## src/common/cpu_defines.svh

```systemverilog
`ifndef CPU_DEFINES_SVH
`define CPU_DEFINES_SVH

// Core sizing

// Bus, register and ALU width
`define DATA_W 8

// General registers
`define NUM_REGS 4

// First fetch address after reset
`define RESET_PC 0

// Clock cycles per byte on the multiplexed bus
`define FETCH_PHASES 5

`endif

```

## src/common/opcodes.sv

```systemverilog
`include "cpu_defines.svh"

package opcodes;

   typedef logic [`DATA_W-1:0]            dataT;
   typedef logic [`DATA_W-1:0]            addrT;
   typedef logic [$clog2(`NUM_REGS)-1:0]  regIdxT;

   // Upper nibble of the instruction byte
   typedef enum logic [3:0] {
      NOP  = 4'd0,
      ADD  = 4'd1,
      ADC  = 4'd2,
      SUB  = 4'd3,
      AND  = 4'd4,
      OR   = 4'd5,
      XOR  = 4'd6,
      ADDI = 4'd7,
      ADCI = 4'd8,
      LDI  = 4'd9,
      LD   = 4'd10,
      ST   = 4'd11,
      JMP  = 4'd12,
      JZ   = 4'd13,
      CALL = 4'd14,
      RET  = 4'd15   // HALT when bit 0 of the byte is set
   } opCodeT;

   typedef enum logic [2:0] {
      FnNOP,
      FnADD,
      FnADC,
      FnSUB,
      FnAND,
      FnOR,
      FnXOR,
      FnPASS         // Operand 2 straight through
   } aluFunctionsT;

   typedef enum logic [1:0] {
      PcInc,
      PcOperand,
      PcLink
   } pcSelectT;

   typedef enum logic [2:0] {
      fetch,
      operand,
      execute,
      memory,
      halted
   } stateT;

   // Sub-states of every bus transfer
   typedef enum logic [$clog2(`FETCH_PHASES)-1:0] {
      latch1,
      latch2,
      latch3,
      latch4,
      irGet
   } phaseT;

endpackage

```

## src/hw/alu.sv

```systemverilog
`include "cpu_defines.svh"

module alu import opcodes::*; (
   input  aluFunctionsT Fn,
   input  dataT         A,
   input  dataT         B,
   input  logic         CarryIn,
   output dataT         Result,
   output logic         CarryOut,
   output logic         Zero
);

   logic [`DATA_W:0] sum;

   always_comb begin
      sum      = '0;
      Result   = A;
      CarryOut = 1'b0;
      case (Fn)
         FnADD: begin
            sum      = {1'b0, A} + {1'b0, B};
            Result   = sum[`DATA_W-1:0];
            CarryOut = sum[`DATA_W];
         end
         FnADC: begin
            sum      = {1'b0, A} + {1'b0, B} + {{`DATA_W{1'b0}}, CarryIn};
            Result   = sum[`DATA_W-1:0];
            CarryOut = sum[`DATA_W];
         end
         FnSUB: begin
            // Two's complement, carry set means no borrow
            sum      = {1'b0, A} + {1'b0, ~B} + {{`DATA_W{1'b0}}, 1'b1};
            Result   = sum[`DATA_W-1:0];
            CarryOut = sum[`DATA_W];
         end
         FnAND:   Result = A & B;
         FnOR:    Result = A | B;
         FnXOR:   Result = A ^ B;
         FnPASS:  Result = B;
         default: Result = A;
      endcase
   end

   assign Zero = (Result == '0);

endmodule

```

## src/hw/regFile.sv

```systemverilog
`include "cpu_defines.svh"

module regFile import opcodes::*; (
   input  logic   Clock,
   input  logic   nReset,
   input  regIdxT RdAddrA,
   input  regIdxT RdAddrB,
   input  regIdxT WrAddr,
   input  dataT   WrData,
   input  logic   We,
   output dataT   RdDataA,
   output dataT   RdDataB
);

   dataT regs [`NUM_REGS];

   always_ff @(posedge Clock or negedge nReset) begin
      if (!nReset) begin
         for (int i = 0; i < `NUM_REGS; i++)
            regs[i] <= '0;
      end else if (We) begin
         regs[WrAddr] <= WrData;
      end
   end

   // Asynchronous read ports
   assign RdDataA = regs[RdAddrA];
   assign RdDataB = regs[RdAddrB];

endmodule

```

## src/hw/control/control.sv

```systemverilog
module control import opcodes::*; (
   input  logic         Clock,
   input  logic         nReset,
   input  opCodeT       OpCode,
   input  logic         HaltBit,
   input  logic         Z,
   output aluFunctionsT AluOp,
   output logic         Op1Sel,     // 1 selects rd, 0 the PC
   output logic [1:0]   Op2Sel,     // 0 rs, 1 operand byte, 2 zero
   output logic         WdSel,      // 1 takes bus data
   output logic         ImmSel,
   output logic         RegWe,
   output logic         IrWe,
   output logic         PcEn,
   output logic         PcWe,
   output pcSelectT     PcSel,
   output logic         LrWe,
   output logic         AluEn,
   output logic         Rw,
   output logic         MemEn,      // Core drives the AD pads
   output logic         ALE,
   output logic         nOE,
   output logic         nWE,
   output logic         nME,
   output logic         ENB,
   output logic         Halted
);

   stateT state;
   stateT nextState;
   phaseT phase;
   logic  busState;
   logic  needsOperand;
   logic  isStore;

   assign busState     = (state == fetch) || (state == operand) || (state == memory);
   assign needsOperand = OpCode inside {ADDI, ADCI, LDI, JMP, JZ, CALL};
   assign isStore      = (state == memory) && (OpCode == ST);
   assign Halted       = (state == halted);

   always_ff @(posedge Clock or negedge nReset) begin
      if (!nReset) begin
         state <= fetch;
         phase <= latch1;
      end else begin
         state <= nextState;
         if (!busState || phase == irGet)
            phase <= latch1;
         else
            phase <= phaseT'(phase + 1'b1);
      end
   end

   always_comb begin
      nextState = state;
      case (state)
         fetch: begin
            // OpCode is bypassed from the pads during irGet
            if (phase == irGet)
               nextState = needsOperand ? operand : execute;
         end
         operand: begin
            if (phase == irGet)
               nextState = execute;
         end
         execute: begin
            if (OpCode == LD || OpCode == ST)
               nextState = memory;
            else if (OpCode == RET && HaltBit)
               nextState = halted;
            else
               nextState = fetch;
         end
         memory: begin
            if (phase == irGet)
               nextState = fetch;
         end
         halted:  nextState = halted;
         default: nextState = fetch;
      endcase
   end

   // Pad strobes
   always_comb begin
      MemEn = 1'b0;
      ALE   = 1'b0;
      nOE   = 1'b1;
      nWE   = 1'b1;
      nME   = 1'b1;
      ENB   = 1'b0;
      if (busState) begin
         case (phase)
            latch1: begin
               MemEn = 1'b1;
               nME   = 1'b0;
            end
            latch2: begin
               MemEn = 1'b1;
               ALE   = 1'b1;
               nME   = 1'b0;
            end
            latch3, latch4: begin
               nME = 1'b0;
               if (isStore) begin
                  MemEn = 1'b1;   // Store data on AD
                  nWE   = 1'b0;
               end else begin
                  nOE = 1'b0;
               end
            end
            irGet: begin
               ENB = 1'b1;
               // Read data kept valid through the capture edge
               if (!isStore)
                  nOE = 1'b0;
            end
            default: ;
         endcase
      end
   end

   // Datapath controls
   always_comb begin
      AluOp  = FnNOP;
      Op1Sel = 1'b0;
      Op2Sel = 2'd0;
      WdSel  = 1'b0;
      ImmSel = 1'b0;
      RegWe  = 1'b0;
      IrWe   = 1'b0;
      PcEn   = 1'b0;
      PcWe   = 1'b0;
      PcSel  = PcInc;
      LrWe   = 1'b0;
      AluEn  = 1'b0;
      Rw     = 1'b0;
      case (state)
         fetch: begin
            IrWe = (phase == irGet);
            PcEn = (phase == irGet);
         end
         operand: begin
            ImmSel = (phase == irGet);
            PcEn   = (phase == irGet);
         end
         execute: begin
            case (OpCode)
               ADD, ADC, SUB, AND, OR, XOR, ADDI, ADCI: begin
                  Op1Sel = 1'b1;
                  RegWe  = 1'b1;
                  AluEn  = 1'b1;
                  if (OpCode == ADDI || OpCode == ADCI)
                     Op2Sel = 2'd1;
                  case (OpCode)
                     ADD, ADDI: AluOp = FnADD;
                     ADC, ADCI: AluOp = FnADC;
                     SUB:       AluOp = FnSUB;
                     AND:       AluOp = FnAND;
                     OR:        AluOp = FnOR;
                     default:   AluOp = FnXOR;
                  endcase
               end
               LDI: begin
                  AluOp  = FnPASS;
                  Op2Sel = 2'd1;
                  RegWe  = 1'b1;
               end
               LD, ST: Rw = 1'b1;   // rs onto the pads ahead of latch1
               JMP, JZ, CALL: begin
                  PcSel = PcOperand;
                  PcWe  = (OpCode != JZ) || Z;
                  LrWe  = (OpCode == CALL);
               end
               RET: begin
                  PcSel = PcLink;
                  PcWe  = !HaltBit;
               end
               default: ;
            endcase
         end
         memory: begin
            Rw = 1'b1;
            if (isStore && (phase == latch3 || phase == latch4))
               Op1Sel = 1'b1;   // rd data instead of the address
            if (!isStore && phase == irGet) begin
               WdSel = 1'b1;
               RegWe = 1'b1;
            end
         end
         default: ;
      endcase
   end

endmodule

```

## src/hw/datapath/datapath.sv

```systemverilog
`include "cpu_defines.svh"

module datapath import opcodes::*; (
   input  logic         Clock,
   input  logic         nReset,
   input  aluFunctionsT AluOp,
   input  logic         Op1Sel,
   input  logic [1:0]   Op2Sel,
   input  logic         WdSel,
   input  logic         ImmSel,
   input  logic         RegWe,
   input  logic         IrWe,
   input  logic         PcEn,
   input  logic         PcWe,
   input  pcSelectT     PcSel,
   input  logic         LrWe,
   input  logic         AluEn,
   input  logic         Rw,
   input  dataT         AdIn,
   output addrT         AdOut,
   output opCodeT       OpCode,
   output logic         HaltBit,
   output logic         Z,
   output regIdxT       RdAddrA,
   output regIdxT       RdAddrB,
   output regIdxT       WrAddr,
   output dataT         WrData,
   input  dataT         RdDataA,
   input  dataT         RdDataB,
   output dataT         AluA,
   output dataT         AluB,
   output logic         CarryIn,
   input  dataT         AluResult,
   input  logic         AluCarry,
   input  logic         AluZero
);

   addrT pc;
   addrT lr;
   dataT ir;
   dataT operandByte;
   dataT irNext;
   logic carryFlag;
   logic zeroFlag;

   always_ff @(posedge Clock or negedge nReset) begin
      if (!nReset) begin
         pc <= addrT'(`RESET_PC);
      end else if (PcWe) begin
         case (PcSel)
            PcOperand: pc <= operandByte;
            PcLink:    pc <= lr;
            default:   pc <= pc + 1'b1;
         endcase
      end else if (PcEn) begin
         pc <= pc + 1'b1;
      end
   end

   // IR cleared to NOP
   always_ff @(posedge Clock or negedge nReset) begin
      if (!nReset)
         ir <= '0;
      else if (IrWe)
         ir <= AdIn;
   end

   always_ff @(posedge Clock or negedge nReset) begin
      if (!nReset) begin
         carryFlag <= 1'b0;
         zeroFlag  <= 1'b0;
      end else if (AluEn) begin
         carryFlag <= AluCarry;
         zeroFlag  <= AluZero;
      end
   end

   always_ff @(posedge Clock) begin
      if (ImmSel)
         operandByte <= AdIn;
      if (LrWe)
         lr <= pc;   // Already past the operand byte
   end

   // Control sees the new opcode while it is still on the pads
   assign irNext  = IrWe ? AdIn : ir;
   assign OpCode  = opCodeT'(irNext[7:4]);
   assign HaltBit = irNext[0];
   assign Z       = zeroFlag;

   assign RdAddrA = ir[3:2];   // rd
   assign RdAddrB = ir[1:0];   // rs
   assign WrAddr  = ir[3:2];

   assign AluA    = Op1Sel ? RdDataA : pc;
   assign CarryIn = carryFlag;

   always_comb begin
      case (Op2Sel)
         2'd0:    AluB = RdDataB;
         2'd1:    AluB = operandByte;
         default: AluB = '0;
      endcase
   end

   assign WrData = WdSel ? AdIn : AluResult;

   // Address from PC or rs, store data from rd
   always_comb begin
      if (!Rw)
         AdOut = pc;
      else if (Op1Sel)
         AdOut = RdDataA;
      else
         AdOut = RdDataB;
   end

endmodule

```

## src/hw/cpuTop.sv

```systemverilog
module cpuTop import opcodes::*; (
   input  logic Clock,
   input  logic nReset,
   input  dataT AdIn,
   output dataT AdOut,
   output logic ALE,
   output logic nOE,
   output logic nWE,
   output logic nME,
   output logic ENB,
   output logic MemEn,
   output logic Halted
);

   aluFunctionsT AluOp;
   pcSelectT     PcSel;
   opCodeT       OpCode;
   logic [1:0]   Op2Sel;
   logic         Op1Sel;
   logic         WdSel;
   logic         ImmSel;
   logic         RegWe;
   logic         IrWe;
   logic         PcEn;
   logic         PcWe;
   logic         LrWe;
   logic         AluEn;
   logic         Rw;
   logic         HaltBit;
   logic         Z;
   regIdxT       RdAddrA;
   regIdxT       RdAddrB;
   regIdxT       WrAddr;
   dataT         WrData;
   dataT         RdDataA;
   dataT         RdDataB;
   dataT         AluA;
   dataT         AluB;
   dataT         AluResult;
   logic         CarryIn;
   logic         AluCarry;
   logic         AluZero;

   control u_control (.*);

   datapath u_datapath (.*);

   regFile u_regFile (
      .*,
      .We (RegWe)
   );

   alu u_alu (
      .Fn       (AluOp),
      .A        (AluA),
      .B        (AluB),
      .CarryIn  (CarryIn),
      .Result   (AluResult),
      .CarryOut (AluCarry),
      .Zero     (AluZero)
   );

endmodule

```

## config.mk

```make
export PLATFORM = sky130hd
export DESIGN_NAME = cpuTop
export DESIGN_NICKNAME = d
export VERILOG_FILES = /design/src/common/opcodes.sv /design/src/hw/alu.sv /design/src/hw/regFile.sv /design/src/hw/control/control.sv /design/src/hw/datapath/datapath.sv /design/src/hw/cpuTop.sv
export VERILOG_INCLUDE_DIRS = /design/src /design/src/common
export SDC_FILE = /design/constraint.sdc
export NUM_CORES = 1
export LEC_CHECK = 0
export BUFFER_PORTS_ARGS = -buffer_cell sky130_fd_sc_hd__buf_2
export CORE_UTILIZATION = 65
export CTS_BUF_LIST = sky130_fd_sc_hd__clkbuf_4 sky130_fd_sc_hd__clkbuf_8
export CTS_CLUSTER_DIAMETER = 30
export DETAILED_ROUTE_END_ITERATION = 8
export GPL_TIMING_DRIVEN = 0
export MAX_ROUTING_LAYER = met4
export PLACE_DENSITY = 0.79
export SKIP_LAST_GASP = 1
export SLEW_MARGIN = 20
export SYNTH_ARGS = -nofsm -noshare
export SYNTH_HDL_FRONTEND = slang
export SYNTH_SLANG_ARGS = --single-unit
```

## constraint.sdc

```tcl
create_clock -name Clock -period 5.4 [get_ports Clock]
set_input_delay 0.27 -clock Clock [delete_from_list [all_inputs] [get_ports Clock]]
set_output_delay 0.27 -clock Clock [all_outputs]
set_load 0.005 [all_outputs]
```

Yosys cells after proc, flatten, opt, wreduce, memory -nomap -nowiden
Index checks and enable logic that the tools add are counted.
Storage, ports and cells
  word-level logic and storage cells: 165
  output and inout port bits: 15
  bits in registers: 72
Cells by class
  bitwise operators: 6
  mux-type cells: 67
  order comparisons: 3
  add/sub/neg operators: 6
  reductions and logical operators: 33
  equality and inequality tests: 37
Operators by type and width (number)
  8-bit two-way mux: 12
  8-bit one-hot mux with 7 select lines: 1
  8-bit binary-select mux with 2-bit select: 2
  32-bit bitwise mux: 1
  4-bit == test (second input constant): 8
  8-bit one-hot mux with 2 select lines: 2
  3-bit one-hot mux with 5 select lines: 2
  1-bit two-way mux: 27
  3-bit two-way mux: 7
  8-bit by 8-bit adder with 9-bit output: 2
  3-bit by 2-bit == test with 1-bit output (second input constant): 6
  3-bit == test (second input constant): 6
  8-bit demux with 2-bit select: 1
  4-bit by 3-bit == test with 1-bit output (second input constant): 4
  2-bit OR reduction: 6
  1-bit one-hot mux with 2 select lines: 5
  9-bit by 1-bit adder with 9-bit output: 1
  9-bit by 1-bit adder with 9-bit output (second input constant): 1
  3-bit by 1-bit == test with 1-bit output (second input constant): 3
  9-bit OR reduction: 1
  8-bit by 1-bit adder with 8-bit output (second input constant): 1
  8-bit AND: 1
  4-bit by 2-bit == test with 1-bit output (second input constant): 2
  8-bit logical NOT: 1
  other kinds (27): 49

Longest topological paths before layout
Gate-level depths: netlist (run 1).
  depth in word-level cells: 16
  mapped depth: 20
  mapped depth without buffers: 18

Hierarchy
Synthesis (run 1) repeated with hierarchy kept, for this count alone.
Unflattened totals
  cell total of the unflattened synthesis: 594
  area, all modules: 5830.6 sq um
By module, submodules not included
  datapath: cells an instance 169, sequential area each 930.9 sq um, times used 1, area an instance 1920.6 sq um
  regFile: cells an instance 88, sequential area each 800.8 sq um, times used 1, area an instance 1590.3 sq um
  alu: cells an instance 231, sequential area each 0.0 sq um, times used 1, area an instance 1560.2 sq um
  control: cells an instance 106, sequential area each 150.1 sq um, times used 1, area an instance 759.5 sq um

Worst setup path after synthesis (run 1)
OpenSTA, ideal clock, no wires.
  path kind: reg2reg
  start point: register u_datapath.ir[5]
  end point: register u_regFile.regs[15] (netlist name)
  period minus slack after synthesis: 4.099 ns
  path slack: 1.301 ns
  arrival time: 3.948 ns
  required time: 5.249 ns
  buffers on the path: 2
  stages on the path, launching flop included: 16
  path through: dfrtp_1 > buf_2 > buf_1 > nand4b_1 > o21ai_1 > nand2_1 > mux2i_1 > ha_1 > nand2b_1 > a211o_1 > a211oi_1 > nor4b_1 > a211o_1 > nand2_1 > o21ai_1 > a41oi_1
On the way
  cells in the longest elaborated chain, start to end: 14
  elaborated cells between the ends (all ways): 55
  classes of those cells: add/sub (4); eq/ne (18); mux (19); bitwise (4); reduce/logical (10)
Ends and longest elaborated chain
  start: declaration: RTL line datapath.sv:40  | dataT ir;
  start signal: assignment: RTL line datapath.sv:65  | ir <= AdIn;
  8-bit two-way mux (*)
  4-bit by 3-bit == test with 1-bit output or 4-bit == test (tied branches): RTL line control.sv:147, control.sv:152, control.sv:154
  1-bit logical OR: RTL line control.sv:152  | if (OpCode == ADDI || OpCode == ADCI)
  1-bit two-way mux: RTL line control.sv:152
  2-bit one-hot mux with 2 select lines: RTL line control.sv:147  | case (OpCode)
  2-bit two-way mux: RTL line control.sv:137  | case (state)
  2-bit by 1-bit == test with 1-bit output or 2-bit logical NOT (tied branches): RTL line datapath.sv:99  | case (Op2Sel)
  8-bit one-hot mux with 2 select lines: RTL line datapath.sv:99
  8-bit inverter: RTL line alu.sv:32  | sum = {1'b0, A} + {1'b0, ~B} + {{`DATA_W{1'b0}}, 1'b1};
  8-bit by 8-bit adder with 9-bit output: RTL line alu.sv:32
  9-bit by 1-bit adder with 9-bit output: RTL line alu.sv:32
  8-bit one-hot mux with 7 select lines: RTL line alu.sv:19  | case (Fn)
  8-bit two-way mux: RTL line datapath.sv:106  | assign WrData = WdSel ? AdIn : AluResult;
  32-bit bitwise mux: RTL line regFile.sv:22  | regs[WrAddr] <= WrData;
  end signal: indexed assignment: RTL line regFile.sv:22
  end: declaration: RTL line regFile.sv:15  | dataT regs [`NUM_REGS];
Every way passes the cells marked *; elsewhere a longest branch is shown, timed or not.
A chain may end at the register's enable or synchronous reset.

Final worst setup path (run 1)
  start point: register u_control.state[0]
  end point: register u_regFile.regs[11] (netlist name)
On the way
  cells in the longest elaborated chain, start to end: 16
  elaborated cells between the ends (all ways): 59
  classes of those cells: add/sub (4); eq/ne (20); mux (20); bitwise (4); reduce/logical (11)
Ends and longest elaborated chain
  start: declaration: RTL line control.sv:29  | stateT state;
  start signal: assignment: RTL line control.sv:43  | state <= fetch;
  start signal: assignment: RTL line control.sv:46  | state <= nextState;
  3-bit logical NOT: RTL line control.sv:137
  1-bit two-way mux: RTL line control.sv:137
  8-bit two-way mux
  4-bit by 3-bit == test with 1-bit output or 4-bit == test (tied branches): RTL line control.sv:147, control.sv:152, control.sv:154
  1-bit logical OR: RTL line control.sv:152
  1-bit two-way mux: RTL line control.sv:152
  2-bit one-hot mux with 2 select lines: RTL line control.sv:147
  2-bit two-way mux: RTL line control.sv:137
  2-bit by 1-bit == test with 1-bit output or 2-bit logical NOT (tied branches): RTL line datapath.sv:99
  8-bit one-hot mux with 2 select lines: RTL line datapath.sv:99
  8-bit inverter: RTL line alu.sv:32
  8-bit by 8-bit adder with 9-bit output: RTL line alu.sv:32
  9-bit by 1-bit adder with 9-bit output: RTL line alu.sv:32
  8-bit one-hot mux with 7 select lines: RTL line alu.sv:19
  8-bit two-way mux: RTL line datapath.sv:106
  32-bit bitwise mux: RTL line regFile.sv:22
Several ways; a longest one is shown, not always the timed one.

==> run metrics, run 1 <==
status completed; Site Rows 34; gr ovfl total 0; GRT Overall Usage 0.4079; die area 9256 sq um; P&R area growth vs syn 9.369%; syn nets 693; CTS tree done; final non-filler cell total approximately 800; Vias/cell 6.840; Register-to-Register Path Depth 17; worst hold start AdIn[2]; Mapped Area 5769 sq um; Starting Density 0.6681; YS warnings 0; Final nets 730; startpoint types flip-flop; Max Root-Sink Buffers 2; Synth cell types ~70; Initial DRT Pass Iterations 6; register area share after synthesis 0.3262; WL final 17,470 microns; Fin. Hold Viols 0; Final Max Tran Viols 0; layout cells sized above 1 0.1424; fin crit share 0.9694; Setup crit end kind flip-flop; Die Ht just under 100 microns; Leak 0.002539 uW; pre-CTS WS -0.01166 ns; Hold/Removal Path Class in2reg; CP Max Fanout 10; GRT met2 Usage 0.6111; Hold Path Depth 1; Post-CTS Setup Bufs 0; post-placement cell count 779; Pwr Total 1039 uW; clock skew between 0.02 and 0.025 ns; largest net degree at the start of global routing 57; CTS Sinks between 70 and 80; Final GP Congestion 1.023; initial antenna violation count 0; ANT cells 0; clock slew at reported path FFs 0.09 ns; GR peak layer met2; Sum Neg Setup Slack 0 ns; initial drt markers about 520; Util after Layout 0.7307; max_cap viols 0; Yosys reg bits a little over 70; clock latency on the worst-skew pair 0.37 ns; Core ar. between 8000 and 9000 sq um; unrepaired setup endpoints after global routing no; Fmax achieved about 190 MHz; Max VDD drop 0.1821 mV; WL per Instance 21.95 microns; DP Wirelength between 10,000 and 15,000 microns; worst slew pin tran 1.137 ns; FF-to-FF Start u_control.state[0]$_DFFE_PN0P_; Critical Path AT 5.46 ns; EDFF count, synth 16; worst r2r dst u_regFile.regs[11]$_DFFE_PN0P_; syn_area_per_cell 8.931 sq um; Worst R2R Setup Slack 0.17 ns; Synth async-reset ratio 0.7778; post-route ant nets 0; power per cell area 164.7 nW/um^2; PortBufs 24; TritonCTS Buffers 9; met1 Use GR 0.5345; post-synthesis cell count 646; Final Critical Period about 5.2 ns; first-pass GRT wire length between 20,000 and 30,000 microns; H-tree Lvls 3; DRC violation count after routing 0; num ports 25; CP startpoint u_control.state[0]$_DFFE_PN0P_; # fillers 663; Die Width 96.21 microns; hold endpoint u_datapath.operandByte[2]$_DFFE_PP_; Slew headroom 0.2314; M3 GR Usage 0.07109; Root Buffer clkbuf_8; routed vias approximately 5.4k; Worst Slack Setup Final 0.1654 ns; worst path required time 5.63 ns; CP Class reg2reg; final setup violation count 0; vias in the first global route 5,030; top_reg_cell synth dfrtp_1
routing by layer:
metal	up-vias	part of all wire
met5	-	0
met4	0	0.040
met3	59	0.090
met2	311	0.47
met1	2630	0.40
li1	2445	-
registers in the layout (all words and copies together) (netlist names):
register and cells:
u_datapath.CarryIn 1, u_control.phase 3, u_datapath.ir 8, u_regFile.regs 32, u_datapath.operandByte 8, u_datapath.lr 8, u_datapath.pc 8, u_control.state 3
u_datapath.Z 1
synthesized netlist by cell type (5+ instances only):
cell type   n  area share
xor2_1      6      0.0091
a22o_1      6      0.0091
dfrtp_1    56        0.24
a31oi_1    13       0.014
inv_1      36       0.023
mux2_2      7       0.014
a21oi_1    41       0.036
buf_1       5      0.0033
buf_2       6      0.0052
mux2i_1    28       0.049
nand2_1    65       0.042
nor3_1     16       0.014
o21ai_0    53       0.046
edfxtp_1   16       0.083
and3_1     10       0.011
nor4b_1     5      0.0076
mux4_2     16       0.062
clkbuf_1   29       0.019
ha_1       35       0.076
a211oi_1    7      0.0091
nand2b_1   10       0.011
nor2b_1     9      0.0098
nand3_1    10      0.0087
a22oi_1     6      0.0078
nor2_1     51       0.033
nand3b_1    6      0.0078
report_power, final:
group / switching, uW / internal [uW] / total [uW]
clock: 245 / 223 / 468
sequential: 0 / 554 / 554
combinational: 13.0 / 3.81 / 16.8
metrics by stage:
stage                     hold WS [ns]  area, sq um
final                           0.1195         6310
after global placement          0.4699         6025
after floorplan               -0.02559         5769
after detailed placement        0.3611         6050
after CTS                       0.1084         6270
after global routing            0.1122         6310
worst max-delay path, stage by stage, from the launching register on:
cell and delay, ns:
dfrtp_1 0.38, buf_6 0.13, nor3b_4 0.42, nand3_1 0.38, nand2_1 0.23, buf_2 0.30, mux2i_1 0.52, inv_1 0.17
ha_1 0.30, buf_2 0.17, nor2b_1 0.16, a21oi_1 0.31, xor2_2 0.31, o211ai_1 0.14, o32ai_1 0.57, nor2_1 0.10
a21oi_1 0.34, o21ai_0 0.16
cell usage in the layout, fill, tap and decap left out, types with 4 or more instances in the layout:
cell type	n
a211oi_1	6
nand3_1	10
inv_1	36
dfrtp_1	56
buf_1	5
nor3_1	15
o21ai_0	53
or2_2	4
nand4_1	4
nor2_1	51
nor4b_1	4
nor2b_1	9
nand2b_1	10
edfxtp_1	16
a2111oi_0	4
and3_1	10
and2_1	4
clkbuf_1	28
nand3b_1	6
a22oi_1	6
mux2_2	7
o31ai_1	4
a21oi_1	41
nand2_1	64
mux4_2	16
a22o_1	6
clkbuf_8	9
buf_2	30
mux2i_1	26
ha_1	35
a31oi_1	13
xor2_1	5
area by class of cell:
class | count | area (sq um) | share of cell area
inverters | 37 | 138.9 | 0.02201
flip-flops and latches | 72 | 1882 | 0.2982
plain buffers | 43 | 185.2 | 0.02935
clock buffers | 9 | 123.9 | 0.01963
repair buffers | 26 | 137.6 | 0.02181
clock inverters | 7 | 82.58 | 0.01309
well taps | 108 | 135.1 | 0.02142
multi-input cells | 494 | 3625 | 0.5745
logic make-up after synthesis:
logic type	after synthesis	share of synthesized area
adder cells (fa/ha/maj)	37	0.08285
buffers and inverters	80	0.05595
AND/OR/NAND/NOR	218	0.1952
XOR/XNOR	11	0.01908
flip-flops	72	0.3262
multiplexers	51	0.1247
AO/OA/AOI/OAI	177	0.1961
how the worst max path moves through the flow:
stage,endpoint,depth (start not counted),slack [ns]
after floorplan,u_regFile.regs[15]$_DFFE_PN0P_,15,1.30
after global placement,u_regFile.regs[11]$_DFFE_PN0P_,16,0.05
after detailed placement,u_regFile.regs[11]$_DFFE_PN0P_,16,-0.01
after CTS,u_regFile.regs[15]$_DFFE_PN0P_,17,0.02
after global routing,u_regFile.regs[15]$_DFFE_PN0P_,17,0.02
final,u_regFile.regs[11]$_DFFE_PN0P_,17,0.17
repair_timing:
item	CTS	global route
hold buffers	1	0
pin swaps	0	0
resized for setup	1	9
endpoints found under the hold margin	52	0
endpoints found under the setup margin	4	24
No activity file was read; power rests on OpenSTA's default activity.
==> inputs of run 2 (changes only) <==
--- a/config.mk
+++ b/config.mk
@@ -8,5 +8,5 @@
 export LEC_CHECK = 0
 export BUFFER_PORTS_ARGS = -buffer_cell sky130_fd_sc_hd__buf_2
-export CORE_UTILIZATION = 65
+export CORE_UTILIZATION = 45
 export CTS_BUF_LIST = sky130_fd_sc_hd__clkbuf_4 sky130_fd_sc_hd__clkbuf_8
 export CTS_CLUSTER_DIAMETER = 30
@@ -14,5 +14,5 @@
 export GPL_TIMING_DRIVEN = 0
 export MAX_ROUTING_LAYER = met4
-export PLACE_DENSITY = 0.79
+export PLACE_DENSITY = 0.57
 export SKIP_LAST_GASP = 1
 export SLEW_MARGIN = 20
==> constraint.sdc (replaced) <==
create_clock -name Clock -period 5.4 [get_ports Clock]
set_input_delay 0.27 -clock Clock [delete_from_list [all_inputs] [get_ports Clock]]
set_output_delay 0.27 -clock Clock [all_outputs]
set_load 0.1 [all_outputs]
==> run metrics, run 2 (synthesis results as in run 1) <==
WL per Instance 21.32 microns; CP Max Fanout 10; layout cells sized above 1 0.1495; cell mode on critical path nand2_1; initial antenna violation count 0; Die Ht 115.2 microns; most frequent cells in the layout 64 x nand2_1, 56 x dfrtp_1, 53 x o21ai_0; startpoint types flip-flop; Critical Path Slowest Stage Cell or4_1; first-pass GRT wire length roughly 28,000 microns; Final Critical Period 5.100 ns; P&R area growth vs syn 11.10%; die area 13,280 sq um; worst slew pin tran 1.049 ns; power per cell area 161.2 nW/um^2; H-tree Lvls 3; initial drt markers 456; Util after Layout 0.5228; Setup crit end kind flip-flop; Vias/cell roughly 6.2; largest net degree at the start of global routing 57; Root Buffer clkbuf_8; Fmax achieved 196.1 MHz; Worst Slack Setup Final 0.2996 ns; Largest register FFs 32; num ports 25; TritonCTS Buffers 9; unrepaired setup endpoints after global routing no; WL final roughly 18,000 microns; DRC violation count after routing 0; clock latency on the worst-skew pair 0.36 ns; most common cell after layout, fill and taps aside nand2_1; final setup violation count 0; Crit path buffers/inverters 4; Final nets approximately 730; DP Wirelength 14,130 microns; Site Rows 40; Leak 0.002542 uW; Initial DRT Pass Iterations 4; CTS tree done; gr ovfl total 0; Fin. Hold Viols 0; Starting Density 0.4705; PortBufs 24; critical path's top delay family simple AND/OR/NAND/NOR gates; ANT cells 0; CP cell instances buf_2 > nand2_1 > or4_1 > nand2_1 > buf_2 > and2_1 > a21oi_1 > inv_1 > ha_1 > inv_1 > fa_1 > or2_1 > a22o_1 > xnor2_2 > nor4b_1 > a211o_1 > nand2_1 > o21ai_1 > a41oi_1; Largest Register u_regFile.regs; Die Width ~120 microns; Final GP Congestion 0.9651; max_cap viols 0; routed vias approximately 5.3k; post-route ant nets 0; Max VDD drop 0.1697 mV; CP Class reg2reg; GRT Overall Usage 0.3006; Critical Path AT 5.30 ns; worst path required time 5.60 ns; pre-CTS WS -0.07036 ns; fin crit share 0.9445; status completed; CTS Sinks 72; clock slew at reported path FFs 0.08 ns; Core ar. ~12,000 sq um; clock skew 0.01475 ns; Hold/Removal Path Class in2reg; Max Root-Sink Buffers 2; Final Max Tran Viols 0; vias in the first global route 5,052; Slew headroom 0.2908; CP max stage delay between 0.5 and 0.6 ns; Pwr Total 1034 uW
[run 2: cell types whose count changed in the layout (fill, tap and decap cells not counted), sizes merged]
cell / change
clkbuf: +2
inv: -2
clkinvlp: +1
[run 2: path summary, 6_finish.rpt]
path	slack, ns	end	cells after the start	startpoint
max	0.30	u_regFile.regs[15]$_DFFE_PN0P_	19	u_datapath.ir[5]$_DFF_PN0_
min	0.13	u_datapath.operandByte[3]$_DFFE_PP_	1	AdIn[3]
max reg2reg	0.30	u_regFile.regs[15]$_DFFE_PN0P_	19	u_datapath.ir[5]$_DFF_PN0_
min reg2reg	0.49	u_control.phase[0]$_DFF_PN0_	1	u_control.phase[0]$_DFF_PN0_
max in group asynchronous	4.39	u_regFile.regs[5]$_DFFE_PN0P_	2	nReset
min in group asynchronous	0.50	u_control.phase[0]$_DFF_PN0_	2	nReset
[run 2: stage by stage]
stage          instance area (sq um)  hold slack [ns]  setup TNS [ns]  cells
2_1_floorplan                   5769         -0.02559               0    646
3_3_place_gp                    6100           0.4765         -0.5090    838
3_5_place_dp                    6130           0.3731         -0.2425    840
4_1_cts                         6365           0.1149               0    857
5_1_grt                         6410           0.1185               0    857
6_report                        6410           0.1305               0    857
[run 2: final cells by class]
class                      instances  area, sq um
tap                              168        210.2
inverter                          37        138.9
multi-input combinational        494         3640
fill                            1181         5852
buffer                            43        186.4
clock inverter                     6        72.57
sequential                        72         1882
timing repair buffer              27        142.6
clock buffer                      10        137.6
[run 2: per-layer routing]
metal | track usage | vias up | wire (microns)
met5 | - | - | 0
met1 | 0.4133 | 2594 | 8443
met3 | 0.03532 | 42 | 1042
met4 | 0.1299 | 0 | 667
met2 | 0.4466 | 190 | 8117
li1 | - | 2445 | -
[run 2: power by group]
| part | switching (uW) | internal, uW |
|---|---|---|
| Combinational | 13.7 | 3.81 |
| Clock | 230 | 232 |
| Sequential | 0 | 554 |
[run 2: what timing repair did]
action	in CTS	in global routing
setup buffers	0	0
endpoints found under the setup margin	6	28
resized for setup	3	11
hold buffers	1	0
hold endpoints to repair	43	0
gates cloned	0	0
